### config.mk
export PLATFORM = sky130hd
export DESIGN_NAME = row_delay
export DESIGN_NICKNAME = d
export VERILOG_FILES = /design/src/hw/symm_norm_pkg.sv /design/src/hw/row_delay.sv
export SDC_FILE = /design/constraint.sdc
export NUM_CORES = 1
export LEC_CHECK = 0
export BUFFER_PORTS_ARGS = -buffer_cell sky130_fd_sc_hd__buf_2
export CORE_UTILIZATION = 42
export CTS_CLUSTER_SIZE = 20
export DETAILED_ROUTE_END_ITERATION = 8
export PLACE_DENSITY = 0.59
export SLEW_MARGIN = 30
export SYNTH_ARGS = -nofsm -noshare
export SYNTH_HDL_FRONTEND = slang
export SYNTH_SLANG_ARGS = --single-unit
### constraint.sdc
create_clock -name clk_sqrt -period 5.95 [get_ports clk_sqrt]
set_input_delay 0.595 -clock clk_sqrt [delete_from_list [all_inputs] [get_ports clk_sqrt]]
set_output_delay 0.595 -clock clk_sqrt [all_outputs]
set_load 0.02 [all_outputs]
### src/hw/symm_norm_pkg.sv
`default_nettype none

package symm_norm_pkg;

    // Element and degree word width.
    localparam int DATA_W = 26;

    // Default Q format of elements, degrees and quotients.
    localparam int FRAC_DEF = 13;

    // Root width at the default format, half of (DATA_W-1+FRAC_DEF) rounded up.
    localparam int ROOT_MAX_W = (DATA_W + FRAC_DEF) / 2;

    // Matrix element, row degree or normalized quotient.
    typedef logic signed [DATA_W-1:0] sample_t;

    // Row number within the 4x4 matrix.
    typedef logic [1:0] row_idx_t;

endpackage

`default_nettype wire

### src/hw/row_delay.sv
`timescale 1ns/100ps
`default_nettype none

module row_delay #(
    parameter int STAGES = symm_norm_pkg::ROOT_MAX_W
) (
    input  logic                    clk_sqrt,
    input  logic                    rst_n,
    input  logic                    in_valid,
    input  symm_norm_pkg::row_idx_t in_row_idx,
    input  symm_norm_pkg::sample_t  in_e0,
    input  symm_norm_pkg::sample_t  in_e1,
    input  symm_norm_pkg::sample_t  in_e2,
    input  symm_norm_pkg::sample_t  in_e3,
    output logic                    d_valid,
    output symm_norm_pkg::row_idx_t d_row_idx,
    output symm_norm_pkg::sample_t  d_e0,
    output symm_norm_pkg::sample_t  d_e1,
    output symm_norm_pkg::sample_t  d_e2,
    output symm_norm_pkg::sample_t  d_e3
);

    import symm_norm_pkg::*;

    logic [STAGES-1:0] v_r;
    row_idx_t          idx_r [STAGES];
    sample_t           e_r   [STAGES][4];
    sample_t           e_in  [4];

    assign e_in[0] = in_e0;
    assign e_in[1] = in_e1;
    assign e_in[2] = in_e2;
    assign e_in[3] = in_e3;

    always_ff @(posedge clk_sqrt) begin
        if (!rst_n) begin
            v_r <= '0;
        end else begin
            v_r <= (v_r << 1) | STAGES'(in_valid);
        end
    end

    // Payload only moves with a valid row behind it.
    always_ff @(posedge clk_sqrt) begin
        if (in_valid) begin
            idx_r[0] <= in_row_idx;
            e_r[0]   <= e_in;
        end
        for (int k = 1; k < STAGES; k++) begin
            if (v_r[k-1]) begin
                idx_r[k] <= idx_r[k-1];
                e_r[k]   <= e_r[k-1];
            end
        end
    end

    assign d_valid   = v_r[STAGES-1];
    assign d_row_idx = idx_r[STAGES-1];
    assign d_e0      = e_r[STAGES-1][0];
    assign d_e1      = e_r[STAGES-1][1];
    assign d_e2      = e_r[STAGES-1][2];
    assign d_e3      = e_r[STAGES-1][3];

endmodule

`default_nettype wire

Word level (Yosys, flattened, before mapping)

Memories as Yosys holds them, arrays and structs flattened.
Cells that the tools add are included.
Widths: inputs -> output; s select.

Multiplexer cells: 38
Bitwise operators: 1

Operators with widths:

| cell         | count |
|---|---|
| $mux 1       | 38 |
| $or 19x1->19 | 1 |

Register bits after elaboration: 19
Memory bits (writable): 2014
Word-level logic and storage cells: 42
Memories: 2

Memory list:

| memory | words | width | rd ports | clocked after Yosys merged registers in | wr ports | line            | source |
|---|---|---|---|---|---|---|---|
| e_r    | 19    | 104   | 19       | 0                                       | 19       | row_delay.sv:27 | `sample_t e_r [STAGES][4];` |
| idx_r  | 19    | 2     | 19       | 0                                       | 19       | row_delay.sv:26 | `row_idx_t idx_r [STAGES];` |

Logic depth before layout (Yosys ltp)

Gate-level depths: netlist of the first run.

Depth in word-level cells: 2
Mapped depth: 2
Gate-level depth less buffers: 1

Worst setup path before layout of the first run

No wires, ideal clock.

Path kind: register -> register
Start: register v_r[15]
End: register v_r[16]
Library setup time: 0.075 ns
Arrival time: 3.052 ns
Required time: 5.875 ns
Slack: 2.823 ns
Cell stages (with the launch flop): 2
Path buffers: 0
Path through: dfxtp_1 -> and2_2

Cells in the longest elaborated chain, start to end: 1

RTL lines:

| element                | line            | source |
|---|---|---|
| start, declared        | row_delay.sv:25 | `logic [STAGES-1:0] v_r;` |
| start signal, assigned | row_delay.sv:39 | `v_r <= (v_r << 1) \| STAGES'(in_valid);` |
| $or 19x1->19           | row_delay.sv:39 |  |

No other way between the ends.
A chain may end at the register's enable or synchronous reset.

==> out/metrics.cfg, run 1 <==
[hold_path]
hold_path_class=input pin to flop

[logic_synthesis]
synth_edf_count=2014
synthFlopType=edfxtp_1
synth_top_family_by_area=simple AND/OR/NAND/NOR gates
synth-xor-area-share=0
syn_area_per_cell_um2=29.7
netlist_instances=2053
synth_most_common_cell=edfxtp_1
synth_compound_area_frac=0
synth-warning-count=0
synth-simple-area-share=0.00226
synth_mux_area_frac=0
synth_cell_types=5
synth-adder-area-share=0
synth_seq_cells=2033
synthTopCellsByCount=edfxtp_1 (2014), dfxtp_1 (19), and2_2 (15), and2_1 (4), buf_6 (1)
async_flop_share=0
synth.top_cell.area_share=0.991
synth_top_area_cell=edfxtp_1
netlist_top_cells_area=edfxtp_1 (99%), dfxtp_1 (0.62%), and2_2 (0.18%)
netlist_area_um2=61000
seq_area_frac_synth=0.998
syn_nets=2162

[setup_path]
cp-start-kind=flop
cp.required_ns=5.36
path_max_fanout=1
crit_buf_inv=1
cpLargestDelayFamily=flip-flops
end_kind=output pin
critPathArrivalTime_ns=1.35
path_class=flop to output pin
max_stage_delay_ns=0.41
slowest_stage=edfxtp_1
crit_chain=buf_2

[die]
initial_core_util=0.424
core_um2=144000
rows=139
fp.dieW_um=383
ioPinCount=216
die_h_um=383
dieArea_um2=147000

[sta]
period_minus_slack_ns=1.94
rsz0062_at_grt=false
max_slew_margin=0.383
hold_viol=0
clock_skew_ns=0.0193
min_period_over_period=0.327
finalSetupViolations=0
slew_violations=0
fmax_mhz=514
whs_ns=0.303
worstMarginPinSlew_ns=0.926
timing.setup.tns_ns=0

[run_status]
violations=DRC
status=finished, violations left

[clock_tree]
cts_tree=built
htreeDepth=4
cts_root_buf=clkbuf_16
post_cts_buffers=0
clkLatencyLatePin_ns=0.76
cts.sinks=2033
ctsHoldBuffers=106
clk_pin_slew_worst_paths_ns=0.06
cts_buffers=187
cts_buffer_depth=3
ctsResizeCount=0

[power_and_ir_drop]
vdd_drop_max_v=0.000248
pwr-share-comb=0.005
power_frac_seq=0.577
swShare=0.175
p_switching_w=0.00477
p_clk_frac=0.418
pwr_density_cell_nw_per_um2=380
p_leak_nw=22.8
power_w=0.0273
internal_power_w=0.0225

[layout]
regArea_um2=60900
nNetsFinal=2691
area_growth_pct=17.7
multi_input_area_um2=138
drive_gt1_frac=0.193
n_antenna_cell=0
stdcell_count=4642
fillers=11000

[placed_design]
place_inst=4189
hpwl_um=40100
place_congestion=0.715
io_buffers=215

[global_routing]
grt_pass1_vias=19200
grt_pass1_wl_um=104000
grt_max_degree=86
grt.total_usage=0.0887
grt_overflow=0
antenna_found_initial=0

[route]
antenna_left=0
wirelength_um=63900
drc=17
wire_per_inst_um=13.8
drt_iter0_markers=1234
first_pass_iters=8
vias=18700
avgViaCountPerCell=4.03

[flow_run]
cap_violations=0

==> cell type report <==
cell class | count | area share
Clock inverter | 121 | 0.0158
Timing Repair Buffer | 341 | 0.0324
Multi-Input combinational cell | 19 | 0.00192
Clock buffer | 225 | 0.0683
Tap cell | 1903 | 0.0332
Sequential cell | 2033 | 0.848
==> kinds of logic after synthesis <==
kind of cell	Yosys count
DFF	2033
buffers and inverters	1
and+or+nand+nor	19
==> per-stage QoR <==
stage	worst slack [ns]	area, um2	util
after floorplan	2.82	61000	-
after global placement	3.85	64700	0.450
after detailed placement	3.77	64700	0.450
after CTS	3.91	71800	0.499
after global routing	3.93	71800	0.499
final	4.01	71800	0.499
==> state kept, by name (all words and copies together), names as in the netlist <==
signal and cells:
e_r 1976, v_r 19, idx_r 38
==> layout by cell type (no fill, tap or decap), drive strengths merged <==
master and instances:
inv 6, clkinv 88, dfxtp 19, clkbuf 225, dlygate4sd3 106, buf 235, bufinv 20, clkinvlp 7
and2 19, edfxtp 2014
==> worst paths after layout <==
check             depth (start not counted)        start           to  slack (ns)
hold reg to reg                           0  e_r[13][60]  e_r[14][60]        0.41
setup reg to reg                          1      v_r[16]  e_r[17][24]        4.14
hold / removal                            1     in_valid   e_r[0][13]        0.30
setup / recovery                          1  e_r[18][16]     d_e3[16]        4.01
==> metal layers <==
layer,vias to the layer above,share of wire,global-route usage
met1,8677,0.50,0.127
li1,9475,-,-
met5,-,0,0
met4,0,0.034,0.0459
met2,393,0.41,0.123
met3,173,0.055,0.0254
==> power by group through the flow <==
stage	logic [W]	clock network, W	registers, W
after floorplan	0.00000206	0	0.0161
after global placement	0.0000860	0	0.0160
after detailed placement	0.0000901	0	0.0160
after CTS	0.000144	0.0118	0.0157
after global routing	0.000155	0.0123	0.0157
final	0.000141	0.0114	0.0157
(Power assumes the default switching activity.)
==> run 2, diff against run 1 <==
clock period = 1.8 ns   (was 5.95 ns; I/O delays follow)
==> run 2 against run 1 <==
  * The run still ends with DRC left
  * Sequential power rose to 3.3 times the previous value
  * Die area unchanged
  * Sequential cell count unchanged
  * Routed wire length up 3.4%
  * Largest power group unchanged
==> out/metrics.cfg, run 2 (synthesized netlist as in run 1, its figures left out) <==
[run_status]
status=finished, violations left
violations=DRC

[clock_tree]
htreeDepth=4
cts_buffers=186
clkLatencyLatePin_ns=0.78
cts_tree=built
cts.sinks=2033
cts_buffer_depth=3
clk_pin_slew_worst_paths_ns=0.06
cts_root_buf=clkbuf_16
ctsResizeCount=0

[setup_path]
cp_num_cells=1
end_kind=output pin
crit_end=d_e2[1]
cp-start-kind=flop
slowest_stage=edfxtp_1
max_stage_delay_ns=0.39
cpLargestDelayFamily=flip-flops
crit_buf_inv=1
timing.rr.end=e_r[7][101]
critPathArrivalTime_ns=1.34
path_max_fanout=1
reg2reg_from=v_r[6]
ff2ff_path_depth=1
startpoint=e_r[18][27]
path_class=flop to output pin
reg2reg_slack_ns=0.62
cp.required_ns=1.62
crit_chain=buf_2

[layout]
area_growth_pct=18.0
largest_reg_flops=1976
mostFrequentLayoutCells=edfxtp_1 (2014), buf_2 (214), clkbuf_16 (188)
drive_gt1_frac=0.195
largestRegisters=e_r x1976, idx_r x38, v_r x19
nNetsFinal=2703
n_antenna_cell=0
largest-register=e_r
stdcell_area_um2=72000
layout_commonest_cell=edfxtp_1
fillers=11100

[sta]
worstMarginPinSlew_ns=0.522
hold_viol=0
layout_setup_ws_ns=0.278
timing.setup.tns_ns=0
rsz0062_at_grt=false
min_period_over_period=0.845
finalSetupViolations=0
clock_skew_ns=0.0300
slew_violations=0
max_slew_margin=0.652
period_minus_slack_ns=1.52
fmax_mhz=657

[hold_path]
hold_path_class=input pin to flop

[die]
core_um2=144000
ioPinCount=216
initial_core_util=0.424
die_h_um=383
fp.dieW_um=383
rows=139
dieArea_um2=147000

[global_routing]
antenna_found_initial=0
grt_pass1_vias=19500
grt.total_usage=0.0913
grt_max_degree=108
grtUsageMet3=0.0288
grt_overflow=0
busiest_layer=met1
grt_pass1_wl_um=107000
use_met2=0.123
globalRouteMet1Util=0.133

[route]
drc=22
antenna_left=0
drt_iter0_markers=1149
wirelength_um=66100
avgViaCountPerCell=4.09
wire_per_inst_um=14.2
first_pass_iters=6
vias=19100

[placed_design]
place_congestion=0.700
hpwl_um=41200
dp_slack_ns=0.599
io_buffers=215
place_area_um2=65100

[power_and_ir_drop]
pwr_density_cell_nw_per_um2=1240
p_leak_nw=22.9
vdd_drop_max_v=0.000903

[flow_run]
cap_violations=0

-- run 2: how the worst min path moves through the flow --
stage	start	endpoint	slack, ns	cells past startpoint
finish	in_e2[5]	e_r[0][31]	0.11	2
global route	in_e3[2]	e_r[0][2]	0.05	2
CTS	in_e2[20]	e_r[0][46]	0.03	2
detailed placement	in_e0[14]	e_r[0][92]	0.36	1
global placement	in_e1[22]	e_r[0][74]	0.36	1
floorplan	in_e3[0]	e_r[0][0]	0.28	0
-- run 2: final cells by class --
cell class / instances / area (um2) / area share
tap: 1903 / 2380 / 0.0331
clock inverter: 115 / 1010 / 0.0141
clock buffer: 231 / 4870 / 0.0676
sequential: 2033 / 60900 / 0.846
multi-input combinational: 19 / 138 / 0.00191
timing repair buffer: 354 / 2690 / 0.0374
-- run 2: through the flow --
stage / total power [W] / cells / hold WS (ns) / util
CTS: 0.0906 / 4655 / 0.0258 / 0.501
floorplan: 0.0530 / 2053 / 0.279 / -
global placement: 0.0533 / 4201 / 0.363 / 0.452
finish: 0.0894 / 4655 / 0.111 / 0.501
detailed placement: 0.0534 / 4201 / 0.358 / 0.452
global route: 0.0924 / 4655 / 0.0498 / 0.501
-- run 2: per-layer routing --
| layer | vias up | wire, um |
|---|---|---|
| met4 | 0 | 2290 |
| met1 | 8939 | 32900 |
| li1 | 9510 | - |
| met2 | 422 | 27000 |
| met5 | - | 0 |
| met3 | 185 | 3940 |
-- run 2: what timing repair did --
action                    in CTS  in global routing
hold endpoints to repair     150                  0
hold buffers                 108                  0
buffers inserted               0                  0
-- run 2: power breakdown --
part / switching, W / leakage, nW / total (W) / internal [W]
clock: 0.0157 / 2.86 / 0.0368 / 0.0211
sequential: 0.000129 / 18.4 / 0.0520 / 0.0519
combinational: 0.000249 / 1.60 / 0.000516 / 0.000267
total: 0.0161 / 22.9 / 0.0894 / 0.0733
