[config.mk]
export PLATFORM = sky130hd
export DESIGN_NAME = sqrt_pipe
export DESIGN_NICKNAME = d
export VERILOG_FILES = /design/src/hw/symm_norm_pkg.sv /design/src/hw/sqrt_pipe.sv
export SDC_FILE = /design/constraint.sdc
export NUM_CORES = 1
export LEC_CHECK = 0
export BUFFER_PORTS_ARGS = -buffer_cell sky130_fd_sc_hd__buf_2
export CAP_MARGIN = 5
export CELL_PAD_IN_SITES_DETAIL_PLACEMENT = 1
export CELL_PAD_IN_SITES_GLOBAL_PLACEMENT = 1
export CORE_MARGIN = 10
export CORE_UTILIZATION = 30
export CTS_CLUSTER_DIAMETER = 40
export CTS_CLUSTER_SIZE = 8
export DETAILED_ROUTE_END_ITERATION = 6
export GPL_ROUTABILITY_DRIVEN = 0
export GPL_TIMING_DRIVEN = 0
export PLACE_DENSITY = 0.5
export SLEW_MARGIN = 40
export SYNTH_ARGS = -nofsm -noshare
export SYNTH_HDL_FRONTEND = slang
export SYNTH_SLANG_ARGS = --single-unit
[constraint.sdc]
create_clock -name clk_sqrt -period 10 [get_ports clk_sqrt]
set_input_delay 0.5 -clock clk_sqrt [delete_from_list [all_inputs] [get_ports clk_sqrt]]
set_output_delay 0.5 -clock clk_sqrt [all_outputs]
set_load 0.03 [all_outputs]
[src/hw/symm_norm_pkg.sv]
`default_nettype none

package symm_norm_pkg;

    // Element and degree word width.
    localparam int DATA_W = 26;

    // Default Q format of elements, degrees and quotients.
    localparam int FRAC_DEF = 13;

    // Root width at the default format, half of (DATA_W-1+FRAC_DEF) rounded up.
    localparam int ROOT_MAX_W = (DATA_W + FRAC_DEF) / 2;

    // Matrix element, row degree or normalized quotient.
    typedef logic signed [DATA_W-1:0] sample_t;

    // Row number within the 4x4 matrix.
    typedef logic [1:0] row_idx_t;

endpackage

`default_nettype wire

[src/hw/sqrt_pipe.sv]
`timescale 1ns/100ps
`default_nettype none

module sqrt_pipe #(
    parameter int FRAC_W = symm_norm_pkg::FRAC_DEF,
    localparam int ROOT_W = (symm_norm_pkg::DATA_W + FRAC_W) / 2
) (
    input  logic                   clk_sqrt,
    input  logic                   rst_n,
    input  logic                   in_valid,
    input  symm_norm_pkg::sample_t in_sum,
    output logic                   root_valid,
    output logic [ROOT_W-1:0]      root
);

    import symm_norm_pkg::*;

    localparam int RAD_W = 2 * ROOT_W;
    localparam int REM_W = ROOT_W + 3;

    logic [DATA_W-2:0] sum_mag;
    logic [RAD_W-1:0]  rad_in;
    logic [RAD_W+1:0]  chk_root;
    logic [RAD_W+1:0]  chk_rad;

    // Negative degrees count as zero.
    assign sum_mag = in_sum[DATA_W-1] ? '0 : in_sum[DATA_W-2:0];

    // Scale up so the integer root lands in the same Q format.
    assign rad_in = RAD_W'(sum_mag) << FRAC_W;

    // Non-restoring square root, one root bit per stage.
    for (genvar s = 0; s < ROOT_W; s++) begin : g_stage
        localparam int B = ROOT_W - 1 - s;

        logic                    v_prev;
        logic [RAD_W-1:0]        rad_prev;
        logic signed [REM_W-1:0] rem_prev;
        logic [ROOT_W-1:0]       root_prev;
        logic signed [REM_W-1:0] rem_shift;
        logic signed [REM_W-1:0] rem_next;
        logic [ROOT_W-1:0]       root_next;

        logic                    v_r;
        logic [RAD_W-1:0]        rad_r;
        logic signed [REM_W-1:0] rem_r;
        logic [ROOT_W-1:0]       root_r;

        if (s == 0) begin : g_head
            assign v_prev    = in_valid;
            assign rad_prev  = rad_in;
            assign rem_prev  = '0;
            assign root_prev = '0;
        end else begin : g_link
            assign v_prev    = g_stage[s-1].v_r;
            assign rad_prev  = g_stage[s-1].rad_r;
            assign rem_prev  = g_stage[s-1].rem_r;
            assign root_prev = g_stage[s-1].root_r;
        end

        // Bring down the next two radicand bits.
        assign rem_shift = {rem_prev[REM_W-3:0], rad_prev[2*B+1 -: 2]};

        // Subtract 4q+1 after a positive remainder, add 4q+3 after a negative one.
        assign rem_next = rem_prev[REM_W-1] ? rem_shift + REM_W'({root_prev, 2'b11})
                                            : rem_shift - REM_W'({root_prev, 2'b01});

        assign root_next = {root_prev[ROOT_W-2:0], ~rem_next[REM_W-1]};

        always_ff @(posedge clk_sqrt) begin
            if (!rst_n) begin
                v_r <= 1'b0;
            end else begin
                v_r <= v_prev;
            end
        end

        always_ff @(posedge clk_sqrt) begin
            if (v_prev) begin
                rad_r  <= rad_prev;
                rem_r  <= rem_next;
                root_r <= root_next;
            end
        end
    end

    assign root_valid = g_stage[ROOT_W-1].v_r;
    assign root       = g_stage[ROOT_W-1].root_r;

    assign chk_root = (RAD_W+2)'(root);
    assign chk_rad  = (RAD_W+2)'(g_stage[ROOT_W-1].rad_r);

    // Floor root of the radicand that entered with this row.
    a_root_floor: assert property (@(posedge clk_sqrt) disable iff (!rst_n)
        root_valid |-> (chk_root * chk_root <= chk_rad)
                    && ((chk_root + 1'b1) * (chk_root + 1'b1) > chk_rad));

endmodule

`default_nettype wire

# == After elaboration in Yosys (flattened, before gate mapping) ==
# Cells that the tools add are included.
# word_totals
register_bits,749
input_bits,29
output_inout_bits,20
elab_cells,143
# op_classes
addsub,37
n_mux,19
n_bitwise,19
# ops
cell,n
$mux 22,18
$mux 25,1
$add 22x10->22,1
$add 22x11->22,1
$add 22x12->22,1
$add 22x13->22,1
$add 22x14->22,1
$add 22x15->22,1
$add 22x16->22,1
$add 22x17->22,1
$add 22x18->22,1
$add 22x19->22,1
$add 22x20->22,1
$add 22x3->22,1
$add 22x4->22,1
$add 22x5->22,1
$add 22x6->22,1
$add 22x7->22,1
$add 22x8->22,1
$add 22x9->22,1
$sub 22x10->22,1
$sub 22x11->22,1
$sub 22x12->22,1
$sub 22x13->22,1
16 further kinds,34

# == Longest topological paths before layout ==
# Gate-level depths: netlist of the first run.
# depth
word_depth,3
ltp_mapped,12
mapped_depth_nobuf,10

# == Worst setup path before layout of the first run ==
# OpenSTA, ideal clock, no wires.
# synth_path
kind,register -> register
start,register g_stage[10].rem_r[21]
end,"register g_stage[11].rem_r[21], data pin"
setup_time_ns,0.272
arrival_time_ns,3.049
t_required_ns,9.728
path_slack_ns,6.680
stages_incl_launch_ff,13
n_path_buf,2
cell_sequence,edfxtp_1 clkbuf_1 buf_1 xnor2_1 ha_1 a21oi_2 nand4b_1 a31o_2 a221o_1 and2_4 a41o_1 o41ai_4 xor2_1
# synth_via
elab_chain_cells,1
# synth_rtl
element,line,text
start: declaration,sqrt_pipe.sv:46,logic signed [REM_W-1:0] rem_r;
start signal: assignment,sqrt_pipe.sv:81,rem_r <= rem_next;
$mux 22,sqrt_pipe.sv:65,"assign rem_next = rem_prev[REM_W-1] ? rem_shift + REM_W'({root_prev, 2'b11})"
net g_stage[11].rem_next[21],sqrt_pipe.sv:41,logic signed [REM_W-1:0] rem_next;
end signal: assignment,sqrt_pipe.sv:81,
end: declaration,sqrt_pipe.sv:46,
# The timed path passes the listed nets, and every way through them passes these cells.
# A chain may end at the register's enable or synchronous reset.

# == Final worst setup path of the first run ==
# layout_path
start,register g_stage[10].rem_r[21]
end,"register g_stage[11].root_r[0], data pin"
# layout_via
elab_chain_cells,2
# layout_rtl
element,line,text
$mux 22,sqrt_pipe.sv:65,
$not 1->1,sqrt_pipe.sv:68,"assign root_next = {root_prev[ROOT_W-2:0], ~rem_next[REM_W-1]};"
net g_stage[11].root_next[0],sqrt_pipe.sv:42,logic [ROOT_W-1:0] root_next;
end signal: assignment,sqrt_pipe.sv:82,root_r <= root_next;
end: declaration,sqrt_pipe.sv:47,logic [ROOT_W-1:0] root_r;
# The timed path passes the listed nets, and every way through them passes these cells.

==> impl_metrics.env, run 1 <==
export IMPL_status="completed"
export IMPL_hold_viol_final=0
export IMPL_syn2layout_area_growth_pct=20.07
export IMPL_period_minus_slack_ps=4355
export IMPL_grt_setup_unrepaired="no"
export IMPL_synth_cells=3350
export IMPL_antenna_found_initial=1
export IMPL_synth_seq_area_share=0.5236
export IMPL_relSlewSlack=0.4636
export IMPL_clk_latency_ps=760
export IMPL_syn_num_nets=3775
export IMPL_cpPeakStageDelay_ps=650
export IMPL_async_flop_share=0
export IMPL_syn_mean_instance_area_sq_um=11.67
export IMPL_path_buf_inv=2
export IMPL_leakagePower_nw=17.98
export IMPL_pre_cts_ws_ps=5595
export IMPL_post_drt_wl_per_cell_um=17.27
export IMPL_dp_hpwl_um=71970
export IMPL_diodes=0
export IMPL_dp_cells=5152
export IMPL_synth_edf_count=669
export IMPL_max_slew_worst_pin_slew_ps=794.2
export IMPL_wirelength_um=93750
export IMPL_p_total_mw=8.255
export IMPL_setup_violations=0
export IMPL_fin_nets=3997
export IMPL_maxSlewViolCount=0
export IMPL_overflow=0
export IMPL_cts_setup_buffers=0
export IMPL_cp_end_kind="flip-flop"
export IMPL_arrival_ps=4810
export IMPL_timing_final_ws_setup_ps=5645
export IMPL_netSwitchingFraction=0.2122
export IMPL_grtUsageTotal=0.1289
export IMPL_start_util=0.3019
export IMPL_start_kind="flip-flop"
export IMPL_yosys_warnings=0
export IMPL_ir_drop_v=0.0001853
export IMPL_maxCapViolCount=0
export IMPL_max_freq_ghz=0.2296
export IMPL_crit_slowest_cell="buf_1"
export IMPL_core_sq_um=129500
export IMPL_cts_path_max_buffers=3
export IMPL_final_layout_size_suffix_gt1_frac=0.09362
export IMPL_power_density_nw_per_um2=175.9
export IMPL_p_comb_frac=0.031
export IMPL_fin_skew_ps=31.31
export IMPL_cts_tree="yes"
export IMPL_drt_iter0_markers=1183
export IMPL_fillers=14090
export IMPL_die_w_um=381
export IMPL_grt_pass1_vias=27110
export IMPL_root_buffer="clkbuf_16"
export IMPL_drt_pass1_iter_count=5
export IMPL_port_buffer_count=48
export IMPL_critical_path_top_delay_family="compound AO/OA/AOI/OAI gates"
export IMPL_crit_path_frequent_cell="xnor2_1"
export IMPL_htree_levels=4
export IMPL_yosysTopAreaCell="edfxtp_1"
export IMPL_row_count=132
export IMPL_syn_area_sq_um=39100
export IMPL_clock_sinks=688
export IMPL_grt_pass1_wl_um=150900
export IMPL_tns_ps=0
export IMPL_p_int_mw=6.503
export IMPL_ys_top_cells_by_area="edfxtp_1, ha_1, xnor2_1"
export IMPL_die_area_sq_um=145200
export IMPL_cp_required_ps=10450
export IMPL_clock_power_share=0.581
export IMPL_finalNonFillerCells=5427
export IMPL_worst_path_max_fanout=10
export IMPL_synth_top_area_share=0.5138
export IMPL_die_h_um=381
export IMPL_synthTopCellsByCount="edfxtp_1, ha_1, inv_1"
export IMPL_p_switching_mw=1.752
export IMPL_finalCritPeriodShare=0.4355
export IMPL_dpl_cell_area_sq_um=41860
export IMPL_ios=49
export IMPL_yosys_cell_types_count=84
export IMPL_vias_per_cell=4.734
export IMPL_path_class="flip-flop to flip-flop"
export IMPL_worst_hold_slack_ps=68.90
export IMPL_hp_class="input port to flip-flop"
export IMPL_cts_clk_slew_worst_paths_ps=50
export IMPL_synth_seq_cells=688
export IMPL_drc_errors=0
export IMPL_vias=25690
export IMPL_numCtsBuffers=143
export IMPL_seqPwrFrac=0.388
export IMPL_synthFlopType="edfxtp_1"
export IMPL_grt_max_degree=41
export IMPL_postRouteAntennaNets=0
export IMPL_final_util=0.3625
export IMPL_final_area_sq_um=46940
export IMPL_post_cts_resized=0
export IMPL_yosysMostFrequentCell="edfxtp_1"
export IMPL_crit_chain="clkbuf_1 -> buf_1 -> xnor2_1 -> ha_1 -> a21oi_2 -> nand4b_1 -> a31o_2 -> a221o_1 -> and2_4 -> a41o_1 -> o41ai_4 -> xnor2_1"
==> final cells by class <==
type,instances,area (sq um),area share
multi-input cells,2323,17360,0.3697
repair buffers,77,703.2,0.01498
clock inverters,88,1200,0.02556
inverters,271,1017,0.02167
plain buffers,68,262.8,0.005597
flip-flops and latches,688,20510,0.4370
clock buffers,170,3711,0.07905
well taps,1742,2180,0.04643
==> cell usage in the layout, fill, tap and decap left out, drive strengths merged, types with 39 or more instances in the layout <==
cell,n
inv,276
nand2b,44
edfxtp,669
a21oi,269
nor2,228
clkinv,47
nor2b,69
clkbuf,226
o21a,67
ha,390
xnor2,255
nand2,100
o21ai,170
a21o,77
nor3,68
o21bai,39
buf,72
xor2,92
==> registers in the layout, indices dropped and copies added (netlist names) <==
signal             count
g_stage.rad_prev       5
g_stage.rad_r        139
g_stage.rem_prev      21
g_stage.rem_r        314
g_stage.root_prev     10
g_stage.root_r       161
g_stage.v_prev         1
g_stage.v_r           17
root                  19
root_valid             1
==> kinds of logic after synthesis <==
family / synth area share
and+or+nand+nor: 0.08740
adders and majority gates: 0.1279
AOI/OAI and AO/OA: 0.1484
DFF: 0.5236
muxes: 0.002368
xor gates and xnor gates: 0.07774
buffers and inverters: 0.03268
==> final timing paths <==
path / start / to / slack, ps / cells past startpoint
worst max-delay path: g_stage[10].rem_r[21]$_DFFE_PP_ / g_stage[11].root_r[0]$_DFFE_PP_ / 5650 / 12
worst min-delay path: in_sum[21] / g_stage[0].rad_r[34]$_SDFFCE_PP0P_ / 70 / 2
worst max register to register: g_stage[10].rem_r[21]$_DFFE_PP_ / g_stage[11].root_r[0]$_DFFE_PP_ / 5650 / 12
worst min register to register: g_stage[4].rad_r[22]$_DFFE_PP_ / g_stage[5].rad_r[22]$_DFFE_PP_ / 410 / 0
==> power by group through the flow <==
| stage | sequential [mW] | combinational, mW | clock [mW] |
|---|---|---|---|
| 4_1_cts | 3.21 | 0.261 | 4.95 |
| 5_1_grt | 3.21 | 0.293 | 5.09 |
| 3_5_place_dp | 3.26 | 0.254 | 0 |
| 3_3_place_gp | 3.27 | 0.245 | 0 |
| 2_1_floorplan | 3.26 | 0.185 | 0 |
| 6_report | 3.21 | 0.255 | 4.79 |
==> per-layer routing <==
| layer | up-vias | part of all wire | GRT usage |
|---|---|---|---|
| met4 | 0 | 0.027 | 0.04643 |
| li1 | 12830 | - | - |
| met2 | 311 | 0.45 | 0.2057 |
| met1 | 12410 | 0.49 | 0.1715 |
| met5 | - | 0 | 0 |
| met3 | 149 | 0.032 | 0.02712 |
==> timing repair <==
item | in CTS | in global routing
setup endpoints to repair | 0 | 0
hold endpoints to repair | 17 | 0
hold buffers | 17 | 0
No activity file was read; power rests on OpenSTA's default activity.
==> inputs of run 2 (changes only) <==
clock period = 4.1 ns   (was 10 ns; I/O delays follow)
==> impl_metrics.env, run 2 (same netlist as run 1, synthesis figures left out) <==
export IMPL_status="completed"
export IMPL_max_slew_worst_pin_slew_ps=793.3
export IMPL_finalCritPeriodShare=0.9372
export IMPL_hold_viol_final=0
export IMPL_final_area_sq_um=47100
export IMPL_grt_pass1_wl_um=151200
export IMPL_crit_path_frequent_cell="xnor2_1"
export IMPL_tns_ps=0
export IMPL_core_sq_um=129500
export IMPL_r2r_start="g_stage[10].rem_r[21]$_DFFE_PP_"
export IMPL_reg_top3="g_stage.rem_r (314), g_stage.root_r (161), g_stage.rad_r (139)"
export IMPL_cp_endpoint="g_stage[11].root_r[0]$_DFFE_PP_"
export IMPL_ir_drop_v=0.0004512
export IMPL_dpl_cell_area_sq_um=41860
export IMPL_syn2layout_area_growth_pct=20.46
export IMPL_diodes=0
export IMPL_grt_setup_unrepaired="no"
export IMPL_overflow=0
export IMPL_clk_latency_ps=760
export IMPL_arrival_ps=4290
export IMPL_maxSlewViolCount=0
export IMPL_die_w_um=381
export IMPL_cp_end_kind="flip-flop"
export IMPL_cts_setup_buffers=0
export IMPL_row_count=132
export IMPL_cts_clk_slew_worst_paths_ps=50
export IMPL_final_layout_size_suffix_gt1_frac=0.09413
export IMPL_cp_required_ps=4550
export IMPL_vias=25730
export IMPL_setup_violations=0
export IMPL_die_area_sq_um=145200
export IMPL_grt_pass1_vias=27190
export IMPL_r2r_cells=11
export IMPL_cts_path_max_buffers=3
export IMPL_crit_chain="clkbuf_4 -> xnor2_1 -> ha_1 -> a21oi_2 -> nand4b_1 -> a31o_2 -> a221o_1 -> and2_4 -> a41o_1 -> o41ai_4 -> xnor2_1"
export IMPL_dp_hpwl_um=71970
export IMPL_worst_path_max_fanout=10
export IMPL_grtUsageTotal=0.1292
export IMPL_period_minus_slack_ps=3842
export IMPL_critical_path_top_delay_family="compound AO/OA/AOI/OAI gates"
export IMPL_drc_errors=0
export IMPL_grt_max_degree=41
export IMPL_crit_slowest_cell="edfxtp_1"
export IMPL_hp_class="input port to flip-flop"
export IMPL_path_class="flip-flop to flip-flop"
export IMPL_r2r_end="g_stage[11].root_r[0]$_DFFE_PP_"
export IMPL_fin_skew_ps=27.39
export IMPL_power_density_nw_per_um2=427.8
export IMPL_fillers=14080
export IMPL_fin_nets=4009
export IMPL_start_kind="flip-flop"
export IMPL_post_drt_wl_per_cell_um=17.28
export IMPL_cts_tree="yes"
export IMPL_relSlewSlack=0.4642
export IMPL_rrSetupSlack_ps=260
export IMPL_drt_iter0_markers=1228
export IMPL_leakagePower_nw=18.06
export IMPL_wirelength_um=93980
export IMPL_worstSetupPathDepth=11
export IMPL_path_buf_inv=1
export IMPL_max_freq_ghz=0.2602
export IMPL_layout_common_cells="edfxtp_1, ha_1, inv_1"
export IMPL_vias_per_cell=4.730
export IMPL_root_buffer="clkbuf_16"
export IMPL_htree_levels=4
export IMPL_startpoint="g_stage[10].rem_r[21]$_DFFE_PP_"
export IMPL_cpPeakStageDelay_ps=580
export IMPL_die_h_um=381
export IMPL_postRouteAntennaNets=0
export IMPL_start_util=0.3019
export IMPL_antenna_found_initial=1
export IMPL_final_common_cell="edfxtp_1"
export IMPL_maxCapViolCount=0
export IMPL_clock_sinks=688
export IMPL_ios=49
export IMPL_largest_register_ff_count=314
export IMPL_largest_register="g_stage.rem_r"
export IMPL_drt_pass1_iter_count=5
export IMPL_port_buffer_count=48
export IMPL_numCtsBuffers=143
[run 2: changes by cell type in the layout (fill, tap and decap cells not counted)]
cell | before | now
xor2_2 | 0 | 1
clkbuf_1 | 81 | 78
dlygate4sd3_1 | 17 | 32
buf_1 | 6 | 4
clkbuf_2 | 0 | 1
xor2_1 | 92 | 91
clkbuf_4 | 0 | 1
[run 2: power by group]
part	total [mW]	internal, mW	switching [mW]
Clock	11.7	7.80	3.89
Combinational	0.634	0.284	0.350
Sequential	7.82	7.78	0.0375
[run 2: how the worst min path moves through the flow]
stage | from | to | slack, ps | cells past startpoint
6_report | in_sum[25] | g_stage[0].rad_r[26]$_SDFFCE_PP0P_ | 90 | 3
5_1_grt | in_sum[25] | g_stage[0].rad_r[26]$_SDFFCE_PP0P_ | 110 | 3
4_1_cts | in_sum[25] | g_stage[0].rad_r[23]$_SDFFCE_PP0P_ | 20 | 3
3_5_place_dp | g_stage[0].rad_r[19]$_SDFFCE_PP0P_ | g_stage[1].rad_r[19]$_DFFE_PP_ | 410 | 0
3_3_place_gp | g_stage[2].rad_r[27]$_DFFE_PP_ | g_stage[3].rad_r[27]$_DFFE_PP_ | 400 | 0
2_1_floorplan | in_valid | g_stage[0].rad_r[13]$_SDFFCE_PP0P_ | 320 | 0
[run 2: through the flow]
stage               utilization  hold WS (ps)  worst slack [ps]  std cells  total power, mW
detailed placement       0.3233         405.1            -304.5       5152            8.566
global route             0.3637         109.1             27.89       5439            20.96
floorplan                     -         317.5             779.7       3350            8.396
CTS                      0.3636         24.47             96.55       5440            20.54
global placement         0.3206         400.6            -317.1       5140            8.563
finish                   0.3637         89.82             257.5       5439            20.15
[run 2: worst reg2reg max path: cells and delay by family (launching register included)]
family	cells	cell delay [ps]
xor+xnor	2	500
fa+ha+maj	1	350
simple gates	2	340
compound gates	5	1410
flops	1	580
buf+inv	1	370
[run 2: per-layer routing]
metal | up-vias | GRT usage | share of wire
met5 | - | 0 | 0
met4 | 0 | 0.04643 | 0.027
met3 | 154 | 0.02716 | 0.031
met2 | 297 | 0.2063 | 0.46
met1 | 12430 | 0.1717 | 0.49
li1 | 12840 | - | -
[run 2: cell type report]
| class | count | area, sq um | share of cell area |
|---|---|---|---|
| buffer | 65 | 256.5 | 0.005446 |
| clock buffer | 170 | 3711 | 0.07880 |
| clock inverter | 88 | 1200 | 0.02548 |
| inverter | 271 | 1017 | 0.02160 |
| multi-input combinational | 2323 | 17360 | 0.3687 |
| sequential | 688 | 20510 | 0.4356 |
| tap | 1742 | 2180 | 0.04628 |
| timing repair buffer | 92 | 853.3 | 0.01812 |
[run 2: timing repair]
| item | 4_1_cts | 5_1_grt |
|---|---|---|
| hold buffers | 32 | 0 |
| gates resized for setup | 1 | 3 |
| endpoints found under the setup margin | 5 | 5 |
| endpoints found under the hold margin | 63 | 0 |
